===== config.mk =====
export PLATFORM = sky130hd
export DESIGN_NAME = FpgaVirtualConsole
export DESIGN_NICKNAME = d
export VERILOG_FILES = /design/src/source/ConsolePkg.sv /design/src/source/TextRamPort.sv /design/src/source/UartReceiver.sv /design/src/source/Vt100Parser.sv /design/src/source/TextRam.sv /design/src/source/FpgaVirtualConsole.sv
export SDC_FILE = /design/constraint.sdc
export NUM_CORES = 1
export LEC_CHECK = 0
export ABC_AREA = 1
export BUFFER_PORTS_ARGS = -buffer_cell sky130_fd_sc_hd__buf_4
export CORE_MARGIN = 2
export CORE_UTILIZATION = 32
export CTS_BUF_LIST = sky130_fd_sc_hd__clkbuf_8
export CTS_CLUSTER_DIAMETER = 50
export CTS_CLUSTER_SIZE = 24
export DETAILED_ROUTE_END_ITERATION = 7
export PLACE_DENSITY = 0.42
export SLEW_MARGIN = 5
export SYNTH_ARGS = -nofsm -noshare
export SYNTH_HDL_FRONTEND = slang
export SYNTH_HIERARCHICAL = 1
export SYNTH_SLANG_ARGS = --single-unit

===== constraint.sdc =====
create_clock -name clk -period 5.4 [get_ports clk]
set_clock_uncertainty 0.05 [all_clocks]
set_input_delay 0.27 -clock clk [delete_from_list [all_inputs] [get_ports clk]]
set_output_delay 0.27 -clock clk [all_outputs]
set_load 0.01 [all_outputs]

===== src/source/ConsolePkg.sv =====
package ConsolePkg;

    // one character cell, also one received UART byte
    typedef logic [7:0] CharCode_t;

    // parser modes
    // Clearing sweeps the whole screen with spaces, bytes are dropped meanwhile
    typedef enum logic [1:0] {
        Clearing,
        Ground,
        Escape,
        CsiParam
    } ParserState_e;

    // control characters the parser reacts to
    localparam CharCode_t CHAR_ESC   = 8'h1B;
    localparam CharCode_t CHAR_CR    = 8'h0D;
    localparam CharCode_t CHAR_LF    = 8'h0A;
    localparam CharCode_t CHAR_BS    = 8'h08;

    // blank cell fill
    localparam CharCode_t CHAR_SPACE = 8'h20;

endpackage


===== src/source/TextRamPort.sv =====
`timescale 1ns/100ps

interface TextRamPort #(
    parameter int ADDR_WIDTH = 7
);
    import ConsolePkg::*;

    // cell index, row * COLS + col
    logic [ADDR_WIDTH-1:0] address;
    CharCode_t             wrData;
    logic                  wrEn;
    // registered, one cycle after address
    CharCode_t             rdData;

    modport parser (
        output address,
        output wrData,
        output wrEn,
        input  rdData
    );

    modport memory (
        input  address,
        input  wrData,
        input  wrEn,
        output rdData
    );

endinterface


===== src/source/UartReceiver.sv =====
`timescale 1ns/100ps

module UartReceiver #(
    parameter int CLKS_PER_BIT = 16
) (
    input  logic                 clk,
    input  logic                 rst,
    input  logic                 rx,
    output ConsolePkg::CharCode_t rxData,
    output logic                 rxReady
);
    import ConsolePkg::*;

    localparam int COUNT_WIDTH = $clog2(CLKS_PER_BIT);

    // two-flop synchronizer plus one stage for edge detect
    logic rxMeta;
    logic rxSync;
    logic rxPrev;

    logic                   busy;
    logic [COUNT_WIDTH-1:0] clkCount;
    // 0 start, 1..8 data, 9 stop
    logic [3:0]             bitIndex;
    CharCode_t              shiftReg;

    always_ff @(posedge clk) begin
        if (rst) begin
            rxMeta <= 1'b1;
            rxSync <= 1'b1;
            rxPrev <= 1'b1;
        end else begin
            rxMeta <= rx;
            rxSync <= rxMeta;
            rxPrev <= rxSync;
        end
    end

    always_ff @(posedge clk) begin
        rxReady <= 1'b0;
        if (rst) begin
            busy     <= 1'b0;
            clkCount <= '0;
            bitIndex <= '0;
        end else if (!busy) begin
            // falling edge starts a frame, first wait is half a bit
            if (rxPrev && !rxSync) begin
                busy     <= 1'b1;
                clkCount <= COUNT_WIDTH'(CLKS_PER_BIT / 2 - 1);
                bitIndex <= '0;
            end
        end else if (clkCount != '0) begin
            clkCount <= clkCount - 1'b1;
        end else begin
            // bit midpoint reached
            clkCount <= COUNT_WIDTH'(CLKS_PER_BIT - 1);
            bitIndex <= bitIndex + 1'b1;
            if (bitIndex == 4'd0) begin
                // glitch, not a real start bit
                if (rxSync) begin
                    busy <= 1'b0;
                end
            end else if (bitIndex <= 4'd8) begin
                // lsb first
                shiftReg <= {rxSync, shiftReg[7:1]};
            end else begin
                busy <= 1'b0;
                // framing error drops the byte silently
                if (rxSync) begin
                    rxData  <= shiftReg;
                    rxReady <= 1'b1;
                end
            end
        end
    end

endmodule


===== src/source/Vt100Parser.sv =====
`timescale 1ns/100ps

module Vt100Parser #(
    parameter int ROWS = 8,
    parameter int COLS = 16
) (
    input  logic                      clk,
    input  logic                      rst,
    input  ConsolePkg::CharCode_t     rxData,
    input  logic                      rxReady,
    TextRamPort.parser                ram,
    output logic [$clog2(ROWS)-1:0]   cursorRow,
    output logic [$clog2(COLS)-1:0]   cursorCol
);
    import ConsolePkg::*;

    localparam int ROW_WIDTH  = $clog2(ROWS);
    localparam int COL_WIDTH  = $clog2(COLS);
    localparam int ADDR_WIDTH = $clog2(ROWS * COLS);
    localparam logic [ADDR_WIDTH-1:0] LAST_CELL = ADDR_WIDTH'(ROWS * COLS - 1);

    ParserState_e          state;
    logic [ADDR_WIDTH-1:0] clearAddr;
    logic [ADDR_WIDTH-1:0] cursorAddress;
    // CSI parameters, saturating decimal
    logic [7:0]            param0;
    logic [7:0]            param1;
    logic                  paramIndex;

    logic       isPrintable;
    logic       isDigit;
    logic [3:0] digit;

    // decimal shift-in with saturation at 255
    function automatic logic [7:0] accumulate(input logic [7:0] p, input logic [3:0] d);
        logic [11:0] sum;
        sum = 12'(p) * 12'd10 + 12'(d);
        return (sum > 12'd255) ? 8'd255 : sum[7:0];
    endfunction

    // 1-based parameter to 0-based index, 0 counts as 1, clamp to limit
    function automatic logic [7:0] toIndex(input logic [7:0] p, input int limit);
        logic [7:0] v;
        v = (p == 8'd0) ? 8'd1 : p;
        if (v > limit) begin
            v = limit[7:0];
        end
        return v - 8'd1;
    endfunction

    assign cursorAddress = ADDR_WIDTH'(cursorRow * COLS + cursorCol);
    assign isPrintable   = (rxData >= 8'h20) && (rxData <= 8'h7E);
    assign isDigit       = (rxData >= "0") && (rxData <= "9");
    assign digit         = 4'(rxData - "0");

    always_ff @(posedge clk) begin
        ram.wrEn <= 1'b0;
        if (rst) begin
            state      <= Clearing;
            clearAddr  <= '0;
            cursorRow  <= '0;
            cursorCol  <= '0;
            paramIndex <= 1'b0;
        end else begin
            case (state)
                Clearing: begin
                    // one blank cell per cycle, incoming bytes dropped
                    ram.wrEn    <= 1'b1;
                    ram.address <= clearAddr;
                    ram.wrData  <= CHAR_SPACE;
                    clearAddr   <= clearAddr + 1'b1;
                    if (clearAddr == LAST_CELL) begin
                        state     <= Ground;
                        cursorRow <= '0;
                        cursorCol <= '0;
                    end
                end
                Ground: if (rxReady) begin
                    if (isPrintable) begin
                        ram.wrEn    <= 1'b1;
                        ram.address <= cursorAddress;
                        ram.wrData  <= rxData;
                        // advance with column and row wrap, no scrolling
                        if (cursorCol == COL_WIDTH'(COLS - 1)) begin
                            cursorCol <= '0;
                            if (cursorRow == ROW_WIDTH'(ROWS - 1)) begin
                                cursorRow <= '0;
                            end else begin
                                cursorRow <= cursorRow + 1'b1;
                            end
                        end else begin
                            cursorCol <= cursorCol + 1'b1;
                        end
                    end else if (rxData == CHAR_CR) begin
                        cursorCol <= '0;
                    end else if (rxData == CHAR_LF) begin
                        if (cursorRow == ROW_WIDTH'(ROWS - 1)) begin
                            cursorRow <= '0;
                        end else begin
                            cursorRow <= cursorRow + 1'b1;
                        end
                    end else if (rxData == CHAR_BS) begin
                        if (cursorCol != '0) begin
                            cursorCol <= cursorCol - 1'b1;
                        end
                    end else if (rxData == CHAR_ESC) begin
                        state <= Escape;
                    end
                end
                Escape: if (rxReady) begin
                    param0     <= 8'd0;
                    param1     <= 8'd0;
                    paramIndex <= 1'b0;
                    state      <= (rxData == "[") ? CsiParam : Ground;
                end
                CsiParam: if (rxReady) begin
                    if (isDigit) begin
                        if (!paramIndex) begin
                            param0 <= accumulate(param0, digit);
                        end else begin
                            param1 <= accumulate(param1, digit);
                        end
                    end else if (rxData == ";") begin
                        // a third parameter folds into the second
                        paramIndex <= 1'b1;
                    end else begin
                        // final byte
                        state <= Ground;
                        if (rxData == "H") begin
                            cursorRow <= ROW_WIDTH'(toIndex(param0, ROWS));
                            cursorCol <= COL_WIDTH'(toIndex(param1, COLS));
                        end else if (rxData == "J" && param0 == 8'd2) begin
                            state     <= Clearing;
                            clearAddr <= '0;
                        end
                    end
                end
                default: state <= Ground;
            endcase
        end
    end

endmodule


===== src/source/TextRam.sv =====
`timescale 1ns/100ps

module TextRam #(
    parameter int ROWS = 8,
    parameter int COLS = 16
) (
    input  logic                           clk,
    TextRamPort.memory                     ram,
    input  logic [$clog2(ROWS*COLS)-1:0]   readAddress,
    output ConsolePkg::CharCode_t          readChar
);
    import ConsolePkg::*;

    localparam int CELLS = ROWS * COLS;

    CharCode_t cells [CELLS];

    // parser port, read returns the old value on a same-cycle write
    always_ff @(posedge clk) begin
        if (ram.wrEn) begin
            cells[ram.address] <= ram.wrData;
        end
        ram.rdData <= cells[ram.address];
    end

    // renderer port, read only
    always_ff @(posedge clk) begin
        readChar <= cells[readAddress];
    end

endmodule


===== src/source/FpgaVirtualConsole.sv =====
`timescale 1ns/100ps

module FpgaVirtualConsole #(
    parameter int CLKS_PER_BIT = 16,
    parameter int ROWS         = 8,
    parameter int COLS         = 16
) (
    input  logic                           clk,
    input  logic                           rst,
    // serial input from host
    input  logic                           uartRx,
    // renderer read port
    input  logic [$clog2(ROWS*COLS)-1:0]   readAddress,
    output ConsolePkg::CharCode_t          readChar,
    // cursor position
    output logic [$clog2(ROWS)-1:0]        cursorRow,
    output logic [$clog2(COLS)-1:0]        cursorCol
);
    import ConsolePkg::*;

    localparam int ADDR_WIDTH = $clog2(ROWS * COLS);

    CharCode_t rxData;
    logic      rxReady;

    TextRamPort #(.ADDR_WIDTH(ADDR_WIDTH)) parserPort();

    UartReceiver #(
        .CLKS_PER_BIT(CLKS_PER_BIT)
    ) uartReceiver (
        .clk,
        .rst,
        .rx(uartRx),
        .rxData,
        .rxReady
    );

    Vt100Parser #(
        .ROWS(ROWS),
        .COLS(COLS)
    ) vt100Parser (
        .clk,
        .rst,
        .rxData,
        .rxReady,
        .ram(parserPort.parser),
        .cursorRow,
        .cursorCol
    );

    TextRam #(
        .ROWS(ROWS),
        .COLS(COLS)
    ) textRam (
        .clk,
        .ram(parserPort.memory),
        .readAddress,
        .readChar
    );

endmodule


==> flow_metrics.env, run 1 <==
export IMPL_status="complete, no violations"
export IMPL_via_count=30484
export IMPL_htree_levels=4
export IMPL_syn_inst=4171
export IMPL_max_cap_viol_count=0
export IMPL_numCtsBuffers=143
export IMPL_critPathLaunchType="primary input"
export IMPL_drt_iter0_drc=2318
export IMPL_clk_pin_slew_ns=0.08
export IMPL_fin_tns_setup_ns=0
export IMPL_hp_class="in2reg"
export IMPL_drt_wl_total_mm=137.6
export IMPL_clockBufferDepth=3
export IMPL_ir_drop_uv=246.7
export IMPL_drc=0
export IMPL_clock_sinks=1110
export IMPL_slew_viol_final=0
export IMPL_via_per_inst=4.928
export IMPL_antenna_left=0
export IMPL_gr_total_overflow=0
export IMPL_avgSynthCellArea_um2=11.27
export IMPL_synth_nets=4226
export IMPL_grt_max_degree=129
export IMPL_layout_common_cells="1233 x nand2_1, 1071 x edfxtp_1, 954 x nand3_1, 194 x nor2_1, 147 x clkbuf_8"
export IMPL_period_minus_slack_ns=3.146
export IMPL_setup_viol=0
export IMPL_die_width_um=387.2
export IMPL_drive_above_1_share_pct=8.507
export IMPL_crit_fanout=30
export IMPL_cts_resized=0
export IMPL_syn_cell_area_um2=46990
export IMPL_p_per_area_nw_per_um2=364.8
export IMPL_first_pass_iters=5
export IMPL_whs_ns=0.2165
export IMPL_layout_commonest_cell="nand2_1"
export IMPL_row_count=140
export IMPL_io_buffers=24
export IMPL_max_slew_margin_pct=21.95
export IMPL_wl_per_cell_um=22.25
export IMPL_synth_warnings=6
export IMPL_end_kind="flop"
export IMPL_area_growth_pct=10.90
export IMPL_place_congestion=0.7569
export IMPL_critPathArrivalTime_ns=3.85
export IMPL_die_area_um2=149900
export IMPL_start_util_pct=32.24
export IMPL_crit_required_ns=6.10
export IMPL_hold_viol=0
export IMPL_dieHeight_um=387.2
export IMPL_fillCellCount=14588
export IMPL_num_io_pins=25
export IMPL_track_usage_pct=18.10
export IMPL_grt_pass1_wl_mm=203.3
export IMPL_worstSkewPairLatency_ns=0.88
export IMPL_core_area_um2=145700
export IMPL_final_nets=4206
export IMPL_crit_type="in2reg"
export IMPL_grt_antenna_before_repair=4
export IMPL_cts_tree="yes"
export IMPL_cts_root_buf="clkbuf_8"
export IMPL_dp_hpwl_mm=74.24
export IMPL_fmax_mhz=317.9
export IMPL_grt_setup_unrepaired="false"
export IMPL_period_share_pct=58.25
export IMPL_grt_pass1_vias=29644
export IMPL_p_leak_uw=0.01852
export IMPL_tightest_slew_ns=1.171
## stage by stage
| stage | power [µW] | worst slack, ns | util [%] | instance area [µm²] | cells |
|---|---|---|---|---|---|
| 3_5_place_dp | 12510 | 2.332 | 33.59 | 48960 | 5913 |
| 6_report | 19010 | 2.254 | 35.76 | 52110 | 6186 |
| 4_1_cts | 19290 | 2.351 | 35.75 | 52110 | 6184 |
| 5_1_grt | 19750 | 2.177 | 35.76 | 52110 | 6186 |
| 2_1_floorplan | 11520 | 1.408 | - | 46990 | 4171 |
| 3_3_place_gp | 12500 | 2.300 | 33.59 | 48960 | 5913 |
## where the power goes
group | switching, µW | total (µW) | internal [µW]
Sequential | 113 | 10200 | 10000
Combinational | 1720 | 2130 | 410
Clock | 3430 | 6730 | 3300
Total | 5260 | 19000 | 13800
## final cells by class
type	count	area, µm²	share of cell area (%)
flip-flops and latches	1110	32940	63.21
repair buffers	91	960.9	1.844
clock inverters	114	1023	1.964
clock buffers	147	2023	3.882
multi-input cells	2655	12160	23.34
inverters	150	595.6	1.143
diodes	2	5.005	0.009604
well taps	1917	2399	4.603
## what timing repair did
item / 4_1_cts / 5_1_grt
hold buffers: 10 / 0
hold endpoints to repair: 37 / 0
buffers inserted: 0 / 0
## flip-flops by register name (all words and copies together) (netlist names), 7 cells and up
register / count
vt100Parser/param0: 8
vt100Parser/clearAddr: 7
textRam/readChar: 8
vt100Parser/ram.wrData: 8
uartReceiver/rxData: 8
vt100Parser/param1: 8
textRam/cells: 1024
uartReceiver/shiftReg: 8
vt100Parser/ram.address: 7
## path summary, 6_finish.rpt
check | cells after the start | from | to | slack, ns
setup / recovery | 11 | readAddress[4] | textRam/readChar[0] | 2.25
hold reg to reg | 1 | uartReceiver/rxMeta | uartReceiver/rxSync | 0.36
hold / removal | 6 | readAddress[3] | textRam/readChar[5] | 0.22
setup reg to reg | 12 | vt100Parser/param1[1] | vt100Parser/param1[0] | 2.38
## layer usage
| metal | global-route usage (%) | vias up | wire, µm |
|---|---|---|---|
| met5 | 0 | - | 13 |
| met4 | 5.028 | 2 | 3007 |
| met3 | 3.025 | 198 | 6415 |
| met2 | 28.79 | 678 | 64030 |
| met1 | 25.47 | 15090 | 64170 |
| li1 | - | 14516 | - |
## critical path, stage by stage
cell and delay (ns):
dlygate4sd3_1 0.58, buf_4 0.45, clkinv_1 0.70, buf_4 0.48, nand3_1 0.16, nand2_1 0.11
nand2_1 0.09, nand2_1 0.08, nand2_1 0.20, nand2_1 0.09, dlygate4sd3_1 0.58
Note: power is estimated with default switching activity, not from simulation.
==> inputs of run 2 (changes only) <==
Settings changed: ABC_AREA 1 to 0.
Clock period 5.4 ns to 3 ns, I/O delays scaled along.
==> run 2 against run 1 <==
  * Synthesized cell count shrank 48%
  * Total power is 81% higher
  * Wire length fell by 17%
  * Die area decreased by 5.1%
  * Final area decreased by 0.69%
  * Clock power rose by 78%
  * First-iteration DRC count decreased by 20%
  * Sequential share of layout area is 0.44 points higher
  * Setup slack worse by 2.2 ns
  * Critical endpoint is now vt100Parser/param1[1]
  * Highest routed layer is now met4
==> flow_metrics.env, run 2 <==
export IMPL_status="complete, no violations"
export IMPL_hp_class="in2reg"
export IMPL_slew_viol_final=0
export IMPL_grt_antenna_before_repair=14
export IMPL_via_per_inst=5.056
export IMPL_finalPower_uw=34490
export IMPL_max_slew_margin_pct=39.01
export IMPL_setup_viol=0
export IMPL_max_stage_delay_ns=0.58
export IMPL_crit_fanout=8
export IMPL_tightest_slew_ns=0.9149
export IMPL_wl_met1_mm=51.68
export IMPL_fmax_mhz=341.5
export IMPL_synth_nets=2208
export IMPL_track_usage_pct=16.28
export IMPL_clk_pin_slew_ns=0.07
export IMPL_wl_per_cell_um=26.51
export IMPL_drc=0
export IMPL_synth_warnings=6
export IMPL_final_nets=2466
export IMPL_num_io_pins=25
export IMPL_top_register="textRam/cells"
export IMPL_path_delay_family="adder cells"
export IMPL_antenna_left=0
export IMPL_critPathArrivalTime_ns=3.57
export IMPL_grt_pass1_wl_mm=165.2
export IMPL_period_share_pct=97.62
export IMPL_multi_input_area_um2=10980
export IMPL_cpMaxStageDelayCell="fa_2"
export IMPL_start_util_pct=32.34
export IMPL_core_area_um2=137800
export IMPL_dp_hpwl_mm=73.58
export IMPL_p_per_area_nw_per_um2=666.4
export IMPL_crit_chain="ha_2, ha_4, fa_2, and3_4, a41oi_2, nor4_2, mux2_2, a31oi_1"
export IMPL_drt_wl_total_mm=114.5
export IMPL_placed_area_um2=48530
export IMPL_cts_tree="yes"
export IMPL_fillCellCount=12588
export IMPL_grt_pass1_vias=22811
export IMPL_end_kind="flop"
export IMPL_final_util_pct=37.55
export IMPL_dieHeight_um=377.2
export IMPL_area_growth_pct=16.10
export IMPL_fin_tns_setup_ns=0
export IMPL_first_pass_iters=6
export IMPL_dpl_cell_count=4062
export IMPL_met3WireLength_mm=5.493
export IMPL_row_count=136
export IMPL_largest_reg_flops=1024
export IMPL_max_cap_viol_count=0
export IMPL_layout_common_cells="1071 x edfxtp_1, 336 x mux4_2, 233 x buf_4, 170 x nor2_1, 137 x clkbuf_8"
export IMPL_avgSynthCellArea_um2=20.70
export IMPL_hold_viol=0
export IMPL_die_area_um2=142300
export IMPL_worstSkewPairLatency_ns=0.88
export IMPL_gr_total_overflow=0
export IMPL_cts_root_buf="clkbuf_8"
export IMPL_layout_commonest_cell="edfxtp_1"
export IMPL_syn_inst=2153
export IMPL_path_buf_inv=0
export IMPL_io_buffers=24
export IMPL_final_area_um2=51750
export IMPL_crit_required_ns=3.64
export IMPL_clock_sinks=1110
export IMPL_regArea_um2=32940
export IMPL_ir_drop_uv=449.9
export IMPL_critPathLaunchType="flop"
export IMPL_fin_cells=4317
export IMPL_place_congestion=0.7753
export IMPL_highest_layer="met4"
export IMPL_numCtsBuffers=132
export IMPL_via_count=21826
export IMPL_syn_cell_area_um2=44570
export IMPL_rrSetupSlack_ns=0.07
export IMPL_period_minus_slack_ns=2.928
export IMPL_wl_met2_mm=54.53
export IMPL_crit_type="reg2reg"
export IMPL_p_leak_uw=0.01640
export IMPL_drive_above_1_share_pct=34.72
export IMPL_clockBufferDepth=3
export IMPL_drt_iter0_drc=1855
export IMPL_htree_levels=4
export IMPL_grt_max_degree=129
export IMPL_die_width_um=377.2
[run 2: cell types whose count changed in the layout (fill, tap and decap cells not counted), moves of 18 or more]
cell,previous run,this run
clkinv_1,26,8
inv_1,141,29
nor2_1,194,170
buf_4,60,233
o21ai_0,55,17
nand3_1,954,11
nand2_1,1233,48
a21oi_1,69,29
mux4_2,0,336
[run 2: through the flow]
| stage | hold slack, ns | setup slack, ns |
|---|---|---|
| 3_5_place_dp | 0.3053 | 0.05061 |
| 5_1_grt | 0.1517 | -0.05021 |
| 3_3_place_gp | 0.3039 | 0.03177 |
| 6_report | 0.1835 | 0.07155 |
| 4_1_cts | 0.07620 | 0.05602 |
| 2_1_floorplan | 0.2038 | 0.06800 |
[run 2: routing by layer]
layer,up-vias,GRT usage [%]
met4,0,5.072
met3,138,3.314
met2,554,25.88
li1,9447,-
met1,11687,22.50
met5,-,0
[run 2: worst min-delay path, stage by stage]
cell	delay, ns
dlygate4sd3_1	0.52
buf_4	0.31
a221oi_2	0.05
[run 2: path summary, 6_finish.rpt]
check                           startpoint                       end  cells after the start
setup / recovery     vt100Parser/param1[2]     vt100Parser/param1[1]                      8
hold / removal                         rst  vt100Parser/cursorCol[3]                      3
setup reg to reg     vt100Parser/param1[2]     vt100Parser/param1[1]                      8
hold reg to reg   uartReceiver/shiftReg[0]    uartReceiver/rxData[0]                      0
[run 2: power breakdown]
| part | switching, µW | internal, µW | leakage [µW] |
|---|---|---|---|
| clock network | 6360 | 5690 | 0.00152 |
| logic | 2780 | 1160 | 0.00489 |
| registers | 213 | 18300 | 0.00999 |
| total | 9360 | 25100 | 0.0164 |
[run 2: what timing repair did]
action | 4_1_cts | 5_1_grt
setup buffers | 0 | 2
setup endpoints to repair | 0 | 16
endpoints found under the hold margin | 70 | 0
resized for setup | 0 | 16
hold buffers | 7 | 0
[run 2: area by class of cell]
| type | instances | share of cell area, % |
|---|---|---|
| multi-input combinational | 872 | 21.22 |
| sequential | 1110 | 63.65 |
| tap | 1794 | 4.337 |
| inverter | 23 | 0.1668 |
| clock buffer | 137 | 3.643 |
| timing repair buffer | 272 | 4.734 |
| clock inverter | 106 | 2.229 |
| antenna | 3 | 0.01451 |
